### config.mk
export PLATFORM = sky130hd
export DESIGN_NAME = rvDecodeStage
export DESIGN_NICKNAME = d
export VERILOG_FILES = /design/src/source/decodePkg.sv /design/src/source/uopFieldsIf.sv /design/src/source/opClassDecode.sv /design/src/source/regFieldMap.sv /design/src/source/immExtract.sv /design/src/source/operandRoute.sv /design/src/source/rvDecodeStage.sv
export SDC_FILE = /design/constraint.sdc
export NUM_CORES = 1
export LEC_CHECK = 0
export BUFFER_PORTS_ARGS = -buffer_cell sky130_fd_sc_hd__buf_2
export CORE_AREA = 4 4 110 112
export DETAILED_ROUTE_END_ITERATION = 8
export DIE_AREA = 0 0 114 116
export PLACE_DENSITY = 0.82
export SYNTH_ARGS = -nofsm -noshare
export SYNTH_HDL_FRONTEND = slang
export SYNTH_HIERARCHICAL = 1
export SYNTH_SLANG_ARGS = --single-unit
### constraint.sdc
create_clock -name clock -period 3.09 [get_ports clock]
set_clock_uncertainty 0.1 [all_clocks]
set_input_delay 0.4635 -clock clock [delete_from_list [all_inputs] [get_ports clock]]
set_output_delay 0.4635 -clock clock [all_outputs]
set_load 0.005 [all_outputs]
### src/source/decodePkg.sv
// decode package
// shared types, internal register codes and micro-op encodings for the
// rv32 decode stage, plus instruction field positions
`default_nettype none

package decodePkg;

	typedef logic [31:0] instrWordT;
	typedef logic [7:0] regIdT;
	// bit 32 is the extension sign
	typedef logic [32:0] immT;

	// general registers sit at 0x00-0x1F, these are the ones named directly
	localparam regIdT regR2 = 8'h02;
	localparam regIdT regR3 = 8'h03;

	// special registers
	localparam regIdT regZzr = 8'h20;
	localparam regIdT regLr = 8'h21;
	localparam regIdT regSp = 8'h22;
	localparam regIdT regGbr = 8'h23;
	localparam regIdT regTbr = 8'h24;
	localparam regIdT regDhr = 8'h25;
	localparam regIdT regBpc = 8'h26;
	localparam regIdT regImm = 8'h27;

	// control registers, low six csr bits added on top
	localparam regIdT regCrBase = 8'h40;

	typedef enum logic [5:0] {
		cmdInvOp,
		cmdAlu3,
		cmdShad3,
		cmdMulDiv,
		cmdMovMr,
		cmdMovRm,
		cmdJcmp,
		cmdJsr,
		cmdJmp,
		cmdLeaMr,
		cmdMovIr,
		cmdMovRc,
		cmdMovCr,
		cmdOpIxt
	} uCmdT;

	// loads and stores reuse this field for funct3
	typedef enum logic [5:0] {
		ixtAdd, ixtSub, ixtSltS, ixtSltU, ixtXor, ixtOr, ixtAnd,
		ixtShl, ixtShlr, ixtShar,
		ixtMul, ixtMulhs, ixtMulhsu, ixtMulhu,
		ixtDivs, ixtDivu, ixtMods, ixtModu,
		ixtEq, ixtNe, ixtLt, ixtGe, ixtBl, ixtHs,
		ixtSyse, ixtBrk, ixtRte, ixtSleep, ixtCpuid, ixtLdix
	} uIxtT;

	typedef enum logic [3:0] {
		fmtNone,
		fmtRegReg,
		fmtRegImmReg,
		fmtLdDisp,
		fmtStDisp,
		fmtRegPc,
		fmtPcDisp,
		fmtImm20Reg
	} fmtT;

	// operand layout within a format
	// sb plain, sw signed imm, ub upper imm, uw unsigned imm
	// ul csr write, uq csr read
	typedef enum logic [2:0] {
		layoutSb,
		layoutSw,
		layoutUb,
		layoutUw,
		layoutUl,
		layoutUq
	} layoutT;

	// instruction field positions
	localparam int opcodeLsb = 2;
	localparam int rdLsb = 7;
	localparam int funct3Lsb = 12;
	localparam int rs1Lsb = 15;
	localparam int rs2Lsb = 20;

endpackage

`default_nettype wire

### src/source/uopFieldsIf.sv
// micro-op command fields
// carries class, sub-operation, format and layout from the class decoder
// to the operand router and immediate unit
`default_nettype none

interface uopFieldsIf;
	decodePkg::uCmdT cmd;
	decodePkg::uIxtT ixt;
	decodePkg::fmtT fmt;
	decodePkg::layoutT layout;
	logic rdIsZero;

	modport producer (output cmd, ixt, fmt, layout, rdIsZero);
	modport consumer (input cmd, ixt, fmt, layout, rdIsZero);
endinterface

`default_nettype wire

### src/source/opClassDecode.sv
// class decoder
// maps opcode, funct3, funct7 and the system subfields to command class,
// sub-operation, format and operand layout
`default_nettype none

module opClassDecode (
	input wire decodePkg::instrWordT instrWord,
	uopFieldsIf.producer fields
);
	logic [4:0] opcode;
	logic [2:0] funct3;
	logic [6:0] funct7;
	logic rdZero;
	logic rs1Zero;
	logic csrIsCpuid;
	decodePkg::uCmdT aluCmd;
	decodePkg::uIxtT aluIxt;
	decodePkg::uCmdT cmd;
	decodePkg::uIxtT ixt;
	decodePkg::fmtT fmt;
	decodePkg::layoutT layout;

	assign opcode = instrWord[decodePkg::opcodeLsb +: 5];
	assign funct3 = instrWord[decodePkg::funct3Lsb +: 3];
	assign funct7 = instrWord[31:25];
	assign rdZero = (instrWord[decodePkg::rdLsb +: 5] == 5'd0);
	assign rs1Zero = (instrWord[decodePkg::rs1Lsb +: 5] == 5'd0);
	// csr 0xFC0-0xFFF
	assign csrIsCpuid = (instrWord[31:26] == 6'h3F);

	// alu and shift ops shared by op-imm and op
	always_comb begin
		aluCmd = decodePkg::cmdAlu3;
		case (funct3)
			3'b000: aluIxt = decodePkg::ixtAdd;
			3'b001: begin
				aluCmd = decodePkg::cmdShad3;
				aluIxt = decodePkg::ixtShl;
			end
			3'b010: aluIxt = decodePkg::ixtSltS;
			3'b011: aluIxt = decodePkg::ixtSltU;
			3'b100: aluIxt = decodePkg::ixtXor;
			3'b101: begin
				aluCmd = decodePkg::cmdShad3;
				aluIxt = instrWord[30] ? decodePkg::ixtShar : decodePkg::ixtShlr;
			end
			3'b110: aluIxt = decodePkg::ixtOr;
			default: aluIxt = decodePkg::ixtAnd;
		endcase
	end

	always_comb begin
		cmd = decodePkg::cmdInvOp;
		ixt = decodePkg::ixtAdd;
		fmt = decodePkg::fmtNone;
		layout = decodePkg::layoutSb;
		case (opcode)
			5'b00000: begin
				cmd = decodePkg::cmdMovMr;
				ixt = decodePkg::uIxtT'({3'b000, funct3});
				fmt = decodePkg::fmtLdDisp;
				layout = decodePkg::layoutUw;
			end
			5'b01000: begin
				cmd = decodePkg::cmdMovRm;
				ixt = decodePkg::uIxtT'({3'b000, funct3});
				fmt = decodePkg::fmtStDisp;
				layout = decodePkg::layoutSw;
			end
			5'b11000: begin
				cmd = decodePkg::cmdJcmp;
				fmt = decodePkg::fmtRegPc;
				case (funct3)
					3'b001: ixt = decodePkg::ixtNe;
					3'b100: ixt = decodePkg::ixtLt;
					3'b101: ixt = decodePkg::ixtGe;
					3'b110: ixt = decodePkg::ixtBl;
					3'b111: ixt = decodePkg::ixtHs;
					default: ixt = decodePkg::ixtEq;
				endcase
			end
			// jalr and jal drop the link when rd is x0
			5'b11001: begin
				cmd = rdZero ? decodePkg::cmdJmp : decodePkg::cmdJsr;
				fmt = decodePkg::fmtRegImmReg;
				layout = decodePkg::layoutSw;
			end
			5'b11011: begin
				cmd = rdZero ? decodePkg::cmdJmp : decodePkg::cmdJsr;
				fmt = decodePkg::fmtPcDisp;
				layout = decodePkg::layoutSw;
			end
			5'b00100: begin
				cmd = aluCmd;
				ixt = aluIxt;
				fmt = decodePkg::fmtRegImmReg;
				layout = decodePkg::layoutSw;
			end
			5'b01100: begin
				fmt = decodePkg::fmtRegReg;
				if (funct7 == 7'h01) begin
					cmd = decodePkg::cmdMulDiv;
					case (funct3)
						3'b000: ixt = decodePkg::ixtMul;
						3'b001: ixt = decodePkg::ixtMulhs;
						3'b010: ixt = decodePkg::ixtMulhsu;
						3'b011: ixt = decodePkg::ixtMulhu;
						3'b100: ixt = decodePkg::ixtDivs;
						3'b101: ixt = decodePkg::ixtDivu;
						3'b110: ixt = decodePkg::ixtMods;
						default: ixt = decodePkg::ixtModu;
					endcase
				end else begin
					cmd = aluCmd;
					ixt = (funct3 == 3'b000 && instrWord[30]) ? decodePkg::ixtSub : aluIxt;
				end
			end
			5'b01101: begin
				cmd = decodePkg::cmdMovIr;
				ixt = decodePkg::ixtLdix;
				fmt = decodePkg::fmtImm20Reg;
				layout = decodePkg::layoutUb;
			end
			5'b00101: begin
				cmd = decodePkg::cmdLeaMr;
				fmt = decodePkg::fmtPcDisp;
				layout = decodePkg::layoutUb;
			end
			5'b11100: begin
				case (funct3)
					3'b000: begin
						case (instrWord[23:20])
							4'h0: ixt = decodePkg::ixtSyse;
							4'h1: ixt = decodePkg::ixtBrk;
							4'h2: ixt = decodePkg::ixtRte;
							4'h5: ixt = decodePkg::ixtSleep;
							default: ixt = decodePkg::ixtAdd;
						endcase
						if (instrWord[23:20] inside {4'h0, 4'h1, 4'h2, 4'h5})
							cmd = decodePkg::cmdOpIxt;
					end
					3'b001: begin
						if (rdZero) begin
							cmd = decodePkg::cmdMovRc;
							fmt = decodePkg::fmtRegReg;
							layout = decodePkg::layoutUl;
						end
					end
					3'b010, 3'b011: begin
						if (rs1Zero) begin
							cmd = decodePkg::cmdMovCr;
							fmt = decodePkg::fmtRegReg;
							layout = decodePkg::layoutUq;
						end
						// cpuid wins over a plain csr read
						if (funct3 == 3'b010 && csrIsCpuid) begin
							cmd = decodePkg::cmdOpIxt;
							ixt = decodePkg::ixtCpuid;
							fmt = decodePkg::fmtRegReg;
							layout = decodePkg::layoutUq;
						end
					end
					default: begin
					end
				endcase
			end
			default: begin
			end
		endcase

		// only 32-bit encodings are legal here
		if (instrWord[1:0] != 2'b11) begin
			cmd = decodePkg::cmdInvOp;
			ixt = decodePkg::ixtAdd;
			fmt = decodePkg::fmtNone;
			layout = decodePkg::layoutSb;
		end
	end

	assign fields.cmd = cmd;
	assign fields.ixt = ixt;
	assign fields.fmt = fmt;
	assign fields.layout = layout;
	assign fields.rdIsZero = rdZero;

endmodule

`default_nettype wire

### src/source/regFieldMap.sv
// register field mapper
// turns rd, rs1, rs2 and the csr number into internal register ids
`default_nettype none

module regFieldMap (
	input wire decodePkg::instrWordT instrWord,
	output decodePkg::regIdT rdId,
	output decodePkg::regIdT rs1Id,
	output decodePkg::regIdT rs2Id,
	output decodePkg::regIdT csrId
);
	logic [11:0] csrNum;

	// low registers land on the core's special registers
	function automatic decodePkg::regIdT mapField(input logic [4:0] field);
		if (field[4])
			return {3'b000, field};
		case (field[3:0])
			4'd0: return decodePkg::regZzr;
			4'd1: return decodePkg::regLr;
			4'd2: return decodePkg::regSp;
			4'd3: return decodePkg::regGbr;
			4'd4: return decodePkg::regTbr;
			4'd5: return decodePkg::regDhr;
			4'd14: return decodePkg::regR2;
			4'd15: return decodePkg::regR3;
			// r6 to r13 keep their number
			default: return {4'b0000, field[3:0]};
		endcase
	endfunction

	assign rdId = mapField(instrWord[decodePkg::rdLsb +: 5]);
	assign rs1Id = mapField(instrWord[decodePkg::rs1Lsb +: 5]);
	assign rs2Id = mapField(instrWord[decodePkg::rs2Lsb +: 5]);

	// csr occupies the same bits as rs2 and funct7
	assign csrNum = instrWord[decodePkg::rs2Lsb +: 12];

	always_comb begin
		case (csrNum[11:6])
			6'h1F, 6'h2F, 6'h3F: csrId = decodePkg::regCrBase + {2'b00, csrNum[5:0]};
			default: csrId = decodePkg::regZzr;
		endcase
	end

endmodule

`default_nettype wire

### src/source/immExtract.sv
// immediate unit
// builds the I, S, B, J and U immediates and picks one by format and class
`default_nettype none

module immExtract (
	input wire decodePkg::instrWordT instrWord,
	uopFieldsIf.consumer fields,
	output decodePkg::immT imm
);
	decodePkg::immT iSigned;
	decodePkg::immT iUnsigned;
	decodePkg::immT sSigned;
	decodePkg::immT bHalf;
	decodePkg::immT jHalf;
	decodePkg::immT uUpper;

	assign iSigned = {{21{instrWord[31]}}, instrWord[31:20]};
	assign iUnsigned = {21'd0, instrWord[31:20]};
	assign sSigned = {{21{instrWord[31]}}, instrWord[31:25], instrWord[11:7]};
	// branch and jump offsets are kept in halfwords
	assign bHalf = {{21{instrWord[31]}}, instrWord[31], instrWord[7],
		instrWord[30:25], instrWord[11:8]};
	assign jHalf = {{13{instrWord[31]}}, instrWord[31], instrWord[19:12],
		instrWord[20], instrWord[30:21]};
	assign uUpper = {1'b0, instrWord[31:12], 12'h000};

	always_comb begin
		imm = '0;
		case (fields.fmt)
			decodePkg::fmtRegImmReg, decodePkg::fmtLdDisp:
				imm = (fields.layout == decodePkg::layoutUw) ? iUnsigned : iSigned;
			decodePkg::fmtStDisp: imm = sSigned;
			decodePkg::fmtRegPc: imm = bHalf;
			// auipc shares the pc format with jal
			decodePkg::fmtPcDisp:
				imm = (fields.cmd == decodePkg::cmdLeaMr) ? uUpper : jHalf;
			decodePkg::fmtImm20Reg: imm = uUpper;
			default: imm = '0;
		endcase
	end

endmodule

`default_nettype wire

### src/source/operandRoute.sv
// operand router
// places mapped register ids, BPC, IMM or ZZR into the N, M, O and P slots
// by format and layout
`default_nettype none

module operandRoute (
	uopFieldsIf.consumer fields,
	input wire decodePkg::regIdT rdId,
	input wire decodePkg::regIdT rs1Id,
	input wire decodePkg::regIdT rs2Id,
	input wire decodePkg::regIdT csrId,
	output decodePkg::regIdT regN,
	output decodePkg::regIdT regM,
	output decodePkg::regIdT regO,
	output decodePkg::regIdT regP
);
	always_comb begin
		regN = decodePkg::regZzr;
		regM = decodePkg::regZzr;
		regO = decodePkg::regZzr;
		case (fields.fmt)
			decodePkg::fmtRegReg: begin
				case (fields.layout)
					// csr write, source into control register
					decodePkg::layoutUl: begin
						regN = csrId;
						regM = rs1Id;
					end
					// csr read and cpuid
					decodePkg::layoutUq: begin
						regN = rdId;
						regM = csrId;
					end
					default: begin
						regN = rdId;
						regM = rs1Id;
						regO = rs2Id;
					end
				endcase
			end
			decodePkg::fmtRegImmReg, decodePkg::fmtLdDisp: begin
				regN = rdId;
				regM = rs1Id;
				regO = decodePkg::regImm;
			end
			// store data goes out through N
			decodePkg::fmtStDisp: begin
				regN = rs2Id;
				regM = rs1Id;
				regO = decodePkg::regImm;
			end
			decodePkg::fmtRegPc: begin
				regM = rs1Id;
				regO = rs2Id;
			end
			decodePkg::fmtPcDisp: begin
				regN = rdId;
				regM = decodePkg::regBpc;
				regO = decodePkg::regImm;
			end
			decodePkg::fmtImm20Reg: begin
				regN = rdId;
				regM = rdId;
				regO = decodePkg::regImm;
			end
			default: begin
			end
		endcase
	end

	assign regP = regN;

endmodule

`default_nettype wire

### src/source/rvDecodeStage.sv
// rv32 decode stage
// decodes one instruction word per cycle into a micro-op and registers it
// with its valid flag, one cycle of latency
`default_nettype none

module rvDecodeStage (
	input wire clock,
	input wire reset,
	input wire instrValid,
	input wire decodePkg::instrWordT instrWord,
	output logic uopValid,
	output decodePkg::uCmdT uCmd,
	output decodePkg::uIxtT uIxt,
	output decodePkg::regIdT regN,
	output decodePkg::regIdT regM,
	output decodePkg::regIdT regO,
	output decodePkg::regIdT regP,
	output decodePkg::immT imm
);
	uopFieldsIf uopFields ();

	decodePkg::regIdT rdId;
	decodePkg::regIdT rs1Id;
	decodePkg::regIdT rs2Id;
	decodePkg::regIdT csrId;
	decodePkg::regIdT nextN;
	decodePkg::regIdT nextM;
	decodePkg::regIdT nextO;
	decodePkg::regIdT nextP;
	decodePkg::immT nextImm;

	opClassDecode classDecode (
		.instrWord(instrWord),
		.fields(uopFields.producer)
	);

	regFieldMap fieldMap (
		.instrWord(instrWord),
		.rdId(rdId),
		.rs1Id(rs1Id),
		.rs2Id(rs2Id),
		.csrId(csrId)
	);

	immExtract immUnit (
		.instrWord(instrWord),
		.fields(uopFields.consumer),
		.imm(nextImm)
	);

	operandRoute router (
		.fields(uopFields.consumer),
		.rdId(rdId),
		.rs1Id(rs1Id),
		.rs2Id(rs2Id),
		.csrId(csrId),
		.regN(nextN),
		.regM(nextM),
		.regO(nextO),
		.regP(nextP)
	);

	// fields hold their last value on idle cycles
	always_ff @(posedge clock) begin
		if (reset) begin
			uopValid <= 1'b0;
			uCmd <= decodePkg::cmdInvOp;
			uIxt <= decodePkg::ixtAdd;
			regN <= decodePkg::regZzr;
			regM <= decodePkg::regZzr;
			regO <= decodePkg::regZzr;
			regP <= decodePkg::regZzr;
			imm <= '0;
		end else begin
			uopValid <= instrValid;
			if (instrValid) begin
				uCmd <= uopFields.cmd;
				uIxt <= uopFields.ixt;
				regN <= nextN;
				regM <= nextM;
				regO <= nextO;
				regP <= nextP;
				imm <= nextImm;
			end
		end
	end

endmodule

`default_nettype wire

==> qor.txt, run 1 <==
STATUS
------------------------------------------------------------------------------------------------------
Outcome                                                                                   finished, final reports clean

TIMING
------------------------------------------------------------------------------------------------------
Ratio of final minimum period to clock period                                                   0.9282
Final setup violation count                                                                          0
Number of slew-limit violations in the final report                                                  0
Unrepaired setup endpoints after global routing                                                  false
Period minus WS final                                                                         2.868 ns
Hold violation total from the final report                                                           0
Relative max-transition margin                                                                  0.5635
Hold Worst Slack                                                                             0.3834 ns
Actual transition at the worst max-transition pin                                            0.6548 ns
Maximum achievable frequency                                                                 348.7 MHz

CRITICAL PATH
------------------------------------------------------------------------------------------------------
CP required                                                                                    3.22 ns
Arrival @ worst endpoint                                                                       2.99 ns
Highest net fanout along the worst path                                                              7
Largest incremental delay on the critical path                                                 0.54 ns
Startpoint type of the worst setup path                                                     input port
CP cell instances                                                                         buf_2 > nand4_1 > nor4_2 > a31oi_1 > nand3b_1 > a41oi_1 > or4b_4 > buf_4 > o2111ai_1 > o311ai_0 > mux2i_1 > nor2_1
Slowest cell on crit path                                                                       or4b_4
Type of element capturing the critical path                                                   register
Largest delay contributor family on the critical path                                     simple AND/OR/NAND/NOR gates
CP bufs+invs                                                                                         2
Setup slack of the worst register-to-register path                                             2.22 ns
Path type of the worst setup path                                                         input port to register

LOGIC SYNTHESIS
------------------------------------------------------------------------------------------------------
Most numerous cell in the Yosys netlist                                                        mux2i_1
Post-Synthesis Mean Instance Area                                                            8.449 um2
Async set-reset flop share out of synthesis                                                          0
Largest area contributor in the netlist                                                        dfxtp_1
Number of distinct library cell variants in the gate-level netlist after synthesis                  83
Number of synthesized flops with an enable pin                                                       0
Count of warnings emitted by yosys                                                                   6
Mapped Cells                                                                                       664
Sequential element share of the synthesized area                                                0.2783
Syn Std Cell Area                                                                             5610 um2
List of most frequent post-synthesis cells                                                mux2i_1, nor2_1, dfxtp_1
Cell types occupying the most area after synthesis                                        dfxtp_1, mux2i_1, nor2_1
Number of synthesized register bits                                                                 78
Most frequently used flop master after synthesis                                               dfxtp_1
Area fraction of the dominant cell type after synthesis                                         0.2783

ROUTE
------------------------------------------------------------------------------------------------------
First-iteration detailed-routing DRC count                                                         544
DRC violations left                                                                                  0
Count of antenna-violating nets left after detailed routing                                          0
Routed length per instance                                                                    17.59 um
Vias after detailed routing                                                                      5,709
Routed wire length                                                                            17.13 mm
Vias per cell                                                                                    5.861
Drt first pass iters                                                                                 5

PLACED DESIGN
------------------------------------------------------------------------------------------------------
Number of I/O port buffers                                                                         112
HPWL Detailed                                                                                 12.52 mm
RePlAce Congestion                                                                              0.9422
Post-Place Cells                                                                                   959

CELLS AND AREA
------------------------------------------------------------------------------------------------------
Count of filler cells inserted in the layout                                                       962
Final net count                                                                                    868
Area of the multi-input gates                                                                 3533 um2
Number of diodes added for antenna fixing                                                            0
Post-layout instance count excluding filler cells                                                  974
Share of post-route cells with drive strength above 1                                           0.3117
Synthesis-to-layout area growth                                                                 25.31%
Flip-flop and latch area                                                                      1562 um2

GLOBAL ROUTE
------------------------------------------------------------------------------------------------------
Total global routing overflow                                                                        0
Number of global-route vias before repair                                                        5,359
Gr usage total                                                                                  0.2531
Maximum number of pins on one net before global-route repair                                        48
Global-route wire length before repair                                                        26.93 mm
Initial antenna violation count                                                                      0

CLOCKING
------------------------------------------------------------------------------------------------------
Clock root buffer master                                                                     clkbuf_16
Clock transition at the register clock pins on the worst setup and hold paths after CTS        0.06 ns
Count of buffers added by post-CTS timing repair for setup                                           0
Insertion delay to the later sink of the worst-skew pair                                       0.34 ns
Number of instances resized during post-cts repair                                                   0
Buffer depth of the longest clock path                                                               2
Inserted Clock Buffers                                                                               9
Depth of the CTS H-tree                                                                              3
Clk sinks                                                                                           78
Clock tree from TritonCTS                                                                          yes
Hold Buf Count CTS                                                                                   0

POWER
------------------------------------------------------------------------------------------------------
Power per unit of standard cell area                                                      352.0 nW/um2
Highest ir drop seen on vdd                                                                  0.3318 mV
Pleak                                                                                         3.304 nW

FLOORPLANNING
------------------------------------------------------------------------------------------------------
Core region area                                                                            11,220 um2
Overall die width                                                                               114 um
Overall die height                                                                              116 um
# IOs                                                                                              113
Initial Utilization                                                                             0.4999
Die ar.                                                                                     13,220 um2
Count of standard-cell rows                                                                         39

MIN PATH
------------------------------------------------------------------------------------------------------
Kind of path behind the tightest hold check                                               register to register

RUN
------------------------------------------------------------------------------------------------------
Max cap viols                                                                                        0

-- per-layer routing --
layer / track usage / up-vias / part of all wire
met1: 0.3251 / 2700 / 0.43
met3: 0.05065 / 52 / 0.064
met4: 0.1172 / 0 / 0.040
met2: 0.4098 / 233 / 0.46
li1: - / 2724 / -
met5: 0 / - / 0
-- worst register-to-register path, stage by stage, from the launching register on --
cell     delay [ns]
dfxtp_1        0.31
nor2b_1        0.12
a211o_1        0.23
-- flip-flops by register name, indices dropped and copies added (netlist names) --
| signal | flops |
|---|---|
| imm | 33 |
| regM | 8 |
| regN | 8 |
| regO | 8 |
| regP | 8 |
| uCmd | 6 |
| uIxt | 6 |
| uopValid | 1 |
-- worst paths after layout --
check | start | end | cells past startpoint
min reg2reg | imm[20] | imm[20] | 2
max | instrWord[30] | imm[15] | 12
min | imm[20] | imm[20] | 2
max reg2reg | regM[5] | regM[5] | 2
-- placed cells by master, fill, tap and decap left out, drive strengths merged, types with 6 or more instances in the layout --
cell type	instances
a21o	6
o311ai	7
a22o	7
nand2b	18
and2	12
a211o	6
o22ai	11
nor3b	8
conb	11
nor2b	12
nand2	33
clkbuf	11
nand3	9
buf	220
a21oi	27
dfxtp	78
mux2i	92
o21ai	16
nor3	6
inv	18
o211ai	18
nor2	92
ha	6
o2111ai	9
a31oi	15
-- metrics by stage --
| stage | area (um2) | setup WS, ns | total power (W) | setup TNS [ns] | utilization |
|---|---|---|---|---|---|
| floorplan | 5644 | 0.1373 | 0.001301 | 0 | - |
| global placement | 6719 | -0.08308 | 0.001447 | -1.132 | 0.5987 |
| detailed placement | 6719 | -0.1374 | 0.001451 | -1.943 | 0.5987 |
| CTS | 7000 | 0.2212 | 0.002471 | 0 | 0.6237 |
| global route | 7030 | 0.04122 | 0.002561 | 0 | 0.6264 |
| finish | 7030 | 0.2219 | 0.002475 | 0 | 0.6264 |
-- logic make-up (layout without fill, tap and decap cells) --
kind of cell | after synthesis | count (layout) | synth area share
other cells | 2 | 11 | 0.001339
simple gates | 224 | 224 | 0.2179
fa+ha+maj | 7 | 7 | 0.01516
mux | 92 | 92 | 0.1641
xor+xnor | 1 | 1 | 0.001561
compound gates | 164 | 164 | 0.2179
flops | 78 | 78 | 0.2783
buf+inv | 96 | 254 | 0.1037
-- report_power, final --
group          switching (W)  internal (W)  total (W)
Clock               0.000411      0.000620    0.00103
Sequential        0.00000734       0.00102    0.00103
Combinational       0.000239      0.000178   0.000416
Total               0.000657       0.00182    0.00247
-- area by class of cell --
type / count / area share
timing repair buffer: 220 / 0.1990
clock inverter: 4 / 0.006941
clock buffer: 11 / 0.03310
multi-input combinational: 499 / 0.5026
sequential: 78 / 0.2221
tap: 143 / 0.02545
inverter: 19 / 0.01086
No activity file was read; power rests on OpenSTA's default activity.
==> run 2, diff against run 1 <==
- ABC_AREA: not set -> 1
- CORE_AREA: 4 4 110 112 -> 4 4 117 119
- DIE_AREA: 0 0 114 116 -> 0 0 121 123
- GPL_ROUTABILITY_DRIVEN: not set -> 1
==> qor.txt, run 2 <==
STATUS
------------------------------------------------------------------------------------------------------
Outcome                                                                                   finished, final reports clean

TIMING
------------------------------------------------------------------------------------------------------
Number of slew-limit violations in the final report                                                  0
Actual transition at the worst max-transition pin                                            0.6902 ns
Relative max-transition margin                                                                  0.5392
Unrepaired setup endpoints after global routing                                                  false
Setup slack after layout                                                                     0.4981 ns
Ratio of final minimum period to clock period                                                   0.8388
Hold violation total from the final report                                                           0
Setup Total Neg Slack                                                                             0 ns
Final setup violation count                                                                          0
Maximum achievable frequency                                                                 385.8 MHz
Period minus WS final                                                                         2.592 ns

LOGIC SYNTHESIS
------------------------------------------------------------------------------------------------------
Area fraction of the dominant cell type after synthesis                                         0.2406
Async set-reset flop share out of synthesis                                                          0
Cell types occupying the most area after synthesis                                        dfxtp_1, nand2_1, nor2_1
Largest area contributor in the netlist                                                        dfxtp_1
List of most frequent post-synthesis cells                                                nand2_1, nor2_1, inv_1
Mapped Cells                                                                                     1,184
Syn Std Cell Area                                                                             6489 um2
Count of warnings emitted by yosys                                                                   6
Sequential element share of the synthesized area                                                0.2406
Post-Synthesis Mean Instance Area                                                            5.480 um2
Most numerous cell in the Yosys netlist                                                        nand2_1
Most frequently used flop master after synthesis                                               dfxtp_1
Number of synthesized register bits                                                                 78
Number of synthesized flops with an enable pin                                                       0
Number of distinct library cell variants in the gate-level netlist after synthesis                  34

POWER
------------------------------------------------------------------------------------------------------
Switching Share                                                                                 0.2843
Internal power                                                                              0.001950 W
Share of power burned in registers                                                               0.399
Comb power frac                                                                                  0.172
Clock power share                                                                                0.429
Design Power                                                                                0.002725 W
Net switching power figure                                                                 0.0007746 W
Pleak                                                                                         3.950 nW
Highest ir drop seen on vdd                                                                  0.2670 mV
Power per unit of standard cell area                                                      370.4 nW/um2

CELLS AND AREA
------------------------------------------------------------------------------------------------------
Post-layout instance count excluding filler cells                                                1,440
Share of post-route cells with drive strength above 1                                           0.1562
Number of diodes added for antenna fixing                                                            0
Final net count                                                                                  1,305
Max FFs per register                                                                                33
Area of the multi-input gates                                                                 3737 um2
Leading cell type in the layout, fill and taps excluded                                        nand2_1
Final cell utilization of the core                                                              0.5853
Count of filler cells inserted in the layout                                                     1,316
Flip-flop and latch area                                                                      1562 um2
Largest Register                                                                                   imm
Synthesis-to-layout area growth                                                                 13.36%
Leading cell types in the layout, fill and taps excluded                                  nand2_1, nor2_1, inv_1, nand3_1, buf_2

PLACED DESIGN
------------------------------------------------------------------------------------------------------
Number of I/O port buffers                                                                         112
Post-Place Cells                                                                                 1,425
Post-Place Worst Slack                                                                       0.1830 ns
HPWL Detailed                                                                                 13.63 mm
RePlAce Congestion                                                                              0.9423

ROUTE
------------------------------------------------------------------------------------------------------
Routed wire length                                                                            18.21 mm
Vias after detailed routing                                                                      7,148
First-iteration detailed-routing DRC count                                                         514
Drt first pass iters                                                                                 5
DRC violations left                                                                                  0
Count of antenna-violating nets left after detailed routing                                          0
Vias per cell                                                                                    4.964
Routed length per instance                                                                    12.64 um

CLOCKING
------------------------------------------------------------------------------------------------------
Insertion delay to the later sink of the worst-skew pair                                       0.34 ns
Buffer depth of the longest clock path                                                               2
Hold Buf Count CTS                                                                                   0
Depth of the CTS H-tree                                                                              3
Count of buffers added by post-CTS timing repair for setup                                           0
Clk sinks                                                                                           78
Clock transition at the register clock pins on the worst setup and hold paths after CTS        0.06 ns
Clock root buffer master                                                                     clkbuf_16
Number of instances resized during post-cts repair                                                   0
Inserted Clock Buffers                                                                               9
Clock tree from TritonCTS                                                                          yes

GLOBAL ROUTE
------------------------------------------------------------------------------------------------------
Total global routing overflow                                                                        0
Global-route wire length before repair                                                        30.13 mm
Initial antenna violation count                                                                      0
Gr usage total                                                                                  0.2487
Maximum number of pins on one net before global-route repair                                        72
Number of global-route vias before repair                                                        6,525

CRITICAL PATH
------------------------------------------------------------------------------------------------------
Arrival @ worst endpoint                                                                       2.72 ns
Slowest cell on crit path                                                                      a31oi_1
Number of stages on the worst setup path                                                            17
Cell seen most often among critical-path stages                                                nand2_1
Largest delay contributor family on the critical path                                     simple AND/OR/NAND/NOR gates
Highest net fanout along the worst path                                                             20
Type of element capturing the critical path                                                   register
Path type of the worst setup path                                                         input port to register
Length in cells of the worst reg-to-reg path                                                         2
CP required                                                                                    3.22 ns
Largest incremental delay on the critical path                                                 0.35 ns
Startpoint type of the worst setup path                                                     input port
CP bufs+invs                                                                                         5
CP cell instances                                                                         buf_2 > nor2_2 > nand2_1 > nor2_1 > nand2_1 > a31oi_1 > buf_4 > inv_4 > nand2_4 > nor2_4 > buf_4 > nand3_1 > nand3_1 > inv_1 > nand2_1 > nand2_1 > nor2_1

FLOORPLANNING
------------------------------------------------------------------------------------------------------
Core region area                                                                            12,570 um2
# IOs                                                                                              113
Overall die height                                                                              123 um
Die ar.                                                                                     14,880 um2
Initial Utilization                                                                             0.5163
Count of standard-cell rows                                                                         41
Overall die width                                                                               121 um

MIN PATH
------------------------------------------------------------------------------------------------------
Kind of path behind the tightest hold check                                               input port to register
Number of stages on the worst hold path                                                              2

RUN
------------------------------------------------------------------------------------------------------
Max cap viols                                                                                        0

[run 2: cell types whose count changed after synthesis, sizes merged, moves of 12 or more]
cell / before / now
nand2: 33 / 330
nor2: 92 / 272
inv: 18 / 195
nand3: 9 / 156
mux2i: 92 / 0
nand2b: 18 / 0
o211ai: 18 / 1
a21oi: 27 / 14
clkbuf: 25 / 12
and2: 12 / 0
nor2b: 12 / 0
[run 2: final cells by class]
class | count | area share
clock buffer | 10 | 0.03249
clock inverter | 5 | 0.01123
inverter | 195 | 0.09985
multi-input combinational | 845 | 0.5081
sequential | 78 | 0.2123
tap | 172 | 0.02926
timing repair buffer | 135 | 0.1068
[run 2: power by group through the flow]
stage	sequential, W	clock [W]	combinational, W
global route	0.00109	0.00123	0.000535
detailed placement	0.00111	0	0.000462
global placement	0.00111	0	0.000455
finish	0.00109	0.00117	0.000468
CTS	0.00109	0.00119	0.000464
floorplan	0.00111	0	0.000314
[run 2: metal layers]
metal  vias up  track usage  wire (um)
met2       239       0.4304       8825
met4         0      0.08711        412
met3        36      0.04803       1184
met1      3175       0.3097       7783
li1       3698            -          -
met5         -            0          0
[run 2: worst paths after layout]
path	slack, ns	start	endpoint
max	0.50	instrWord[3]	regP[2]
min	0.20	reset	uopValid
max reg2reg	2.36	regN[4]	regN[4]
min reg2reg	0.36	regP[5]	regP[5]
[run 2: worst register-to-register path, cell delays in order, from the launching register on]
cell and delay (ns):
dfxtp_1 0.39, nor2_1 0.06, nor2_1 0.12
[run 2: logic make-up after synthesis]
logic type      after synthesis  synth area share
buf+inv                     270            0.1886
fa+ha+maj                     6           0.01157
other cells                   2          0.001157
compound gates               43           0.03934
flops                        78            0.2406
simple gates                785            0.5187
[run 2: per-stage QoR]
| stage | area [um2] | hold WS (ns) |
|---|---|---|
| after floorplan | 6523 | 0.3526 |
| after global placement | 7034 | 0.3380 |
| after detailed placement | 7034 | 0.3426 |
| after CTS | 7356 | 0.1964 |
| after global routing | 7356 | 0.2065 |
| final | 7356 | 0.2042 |
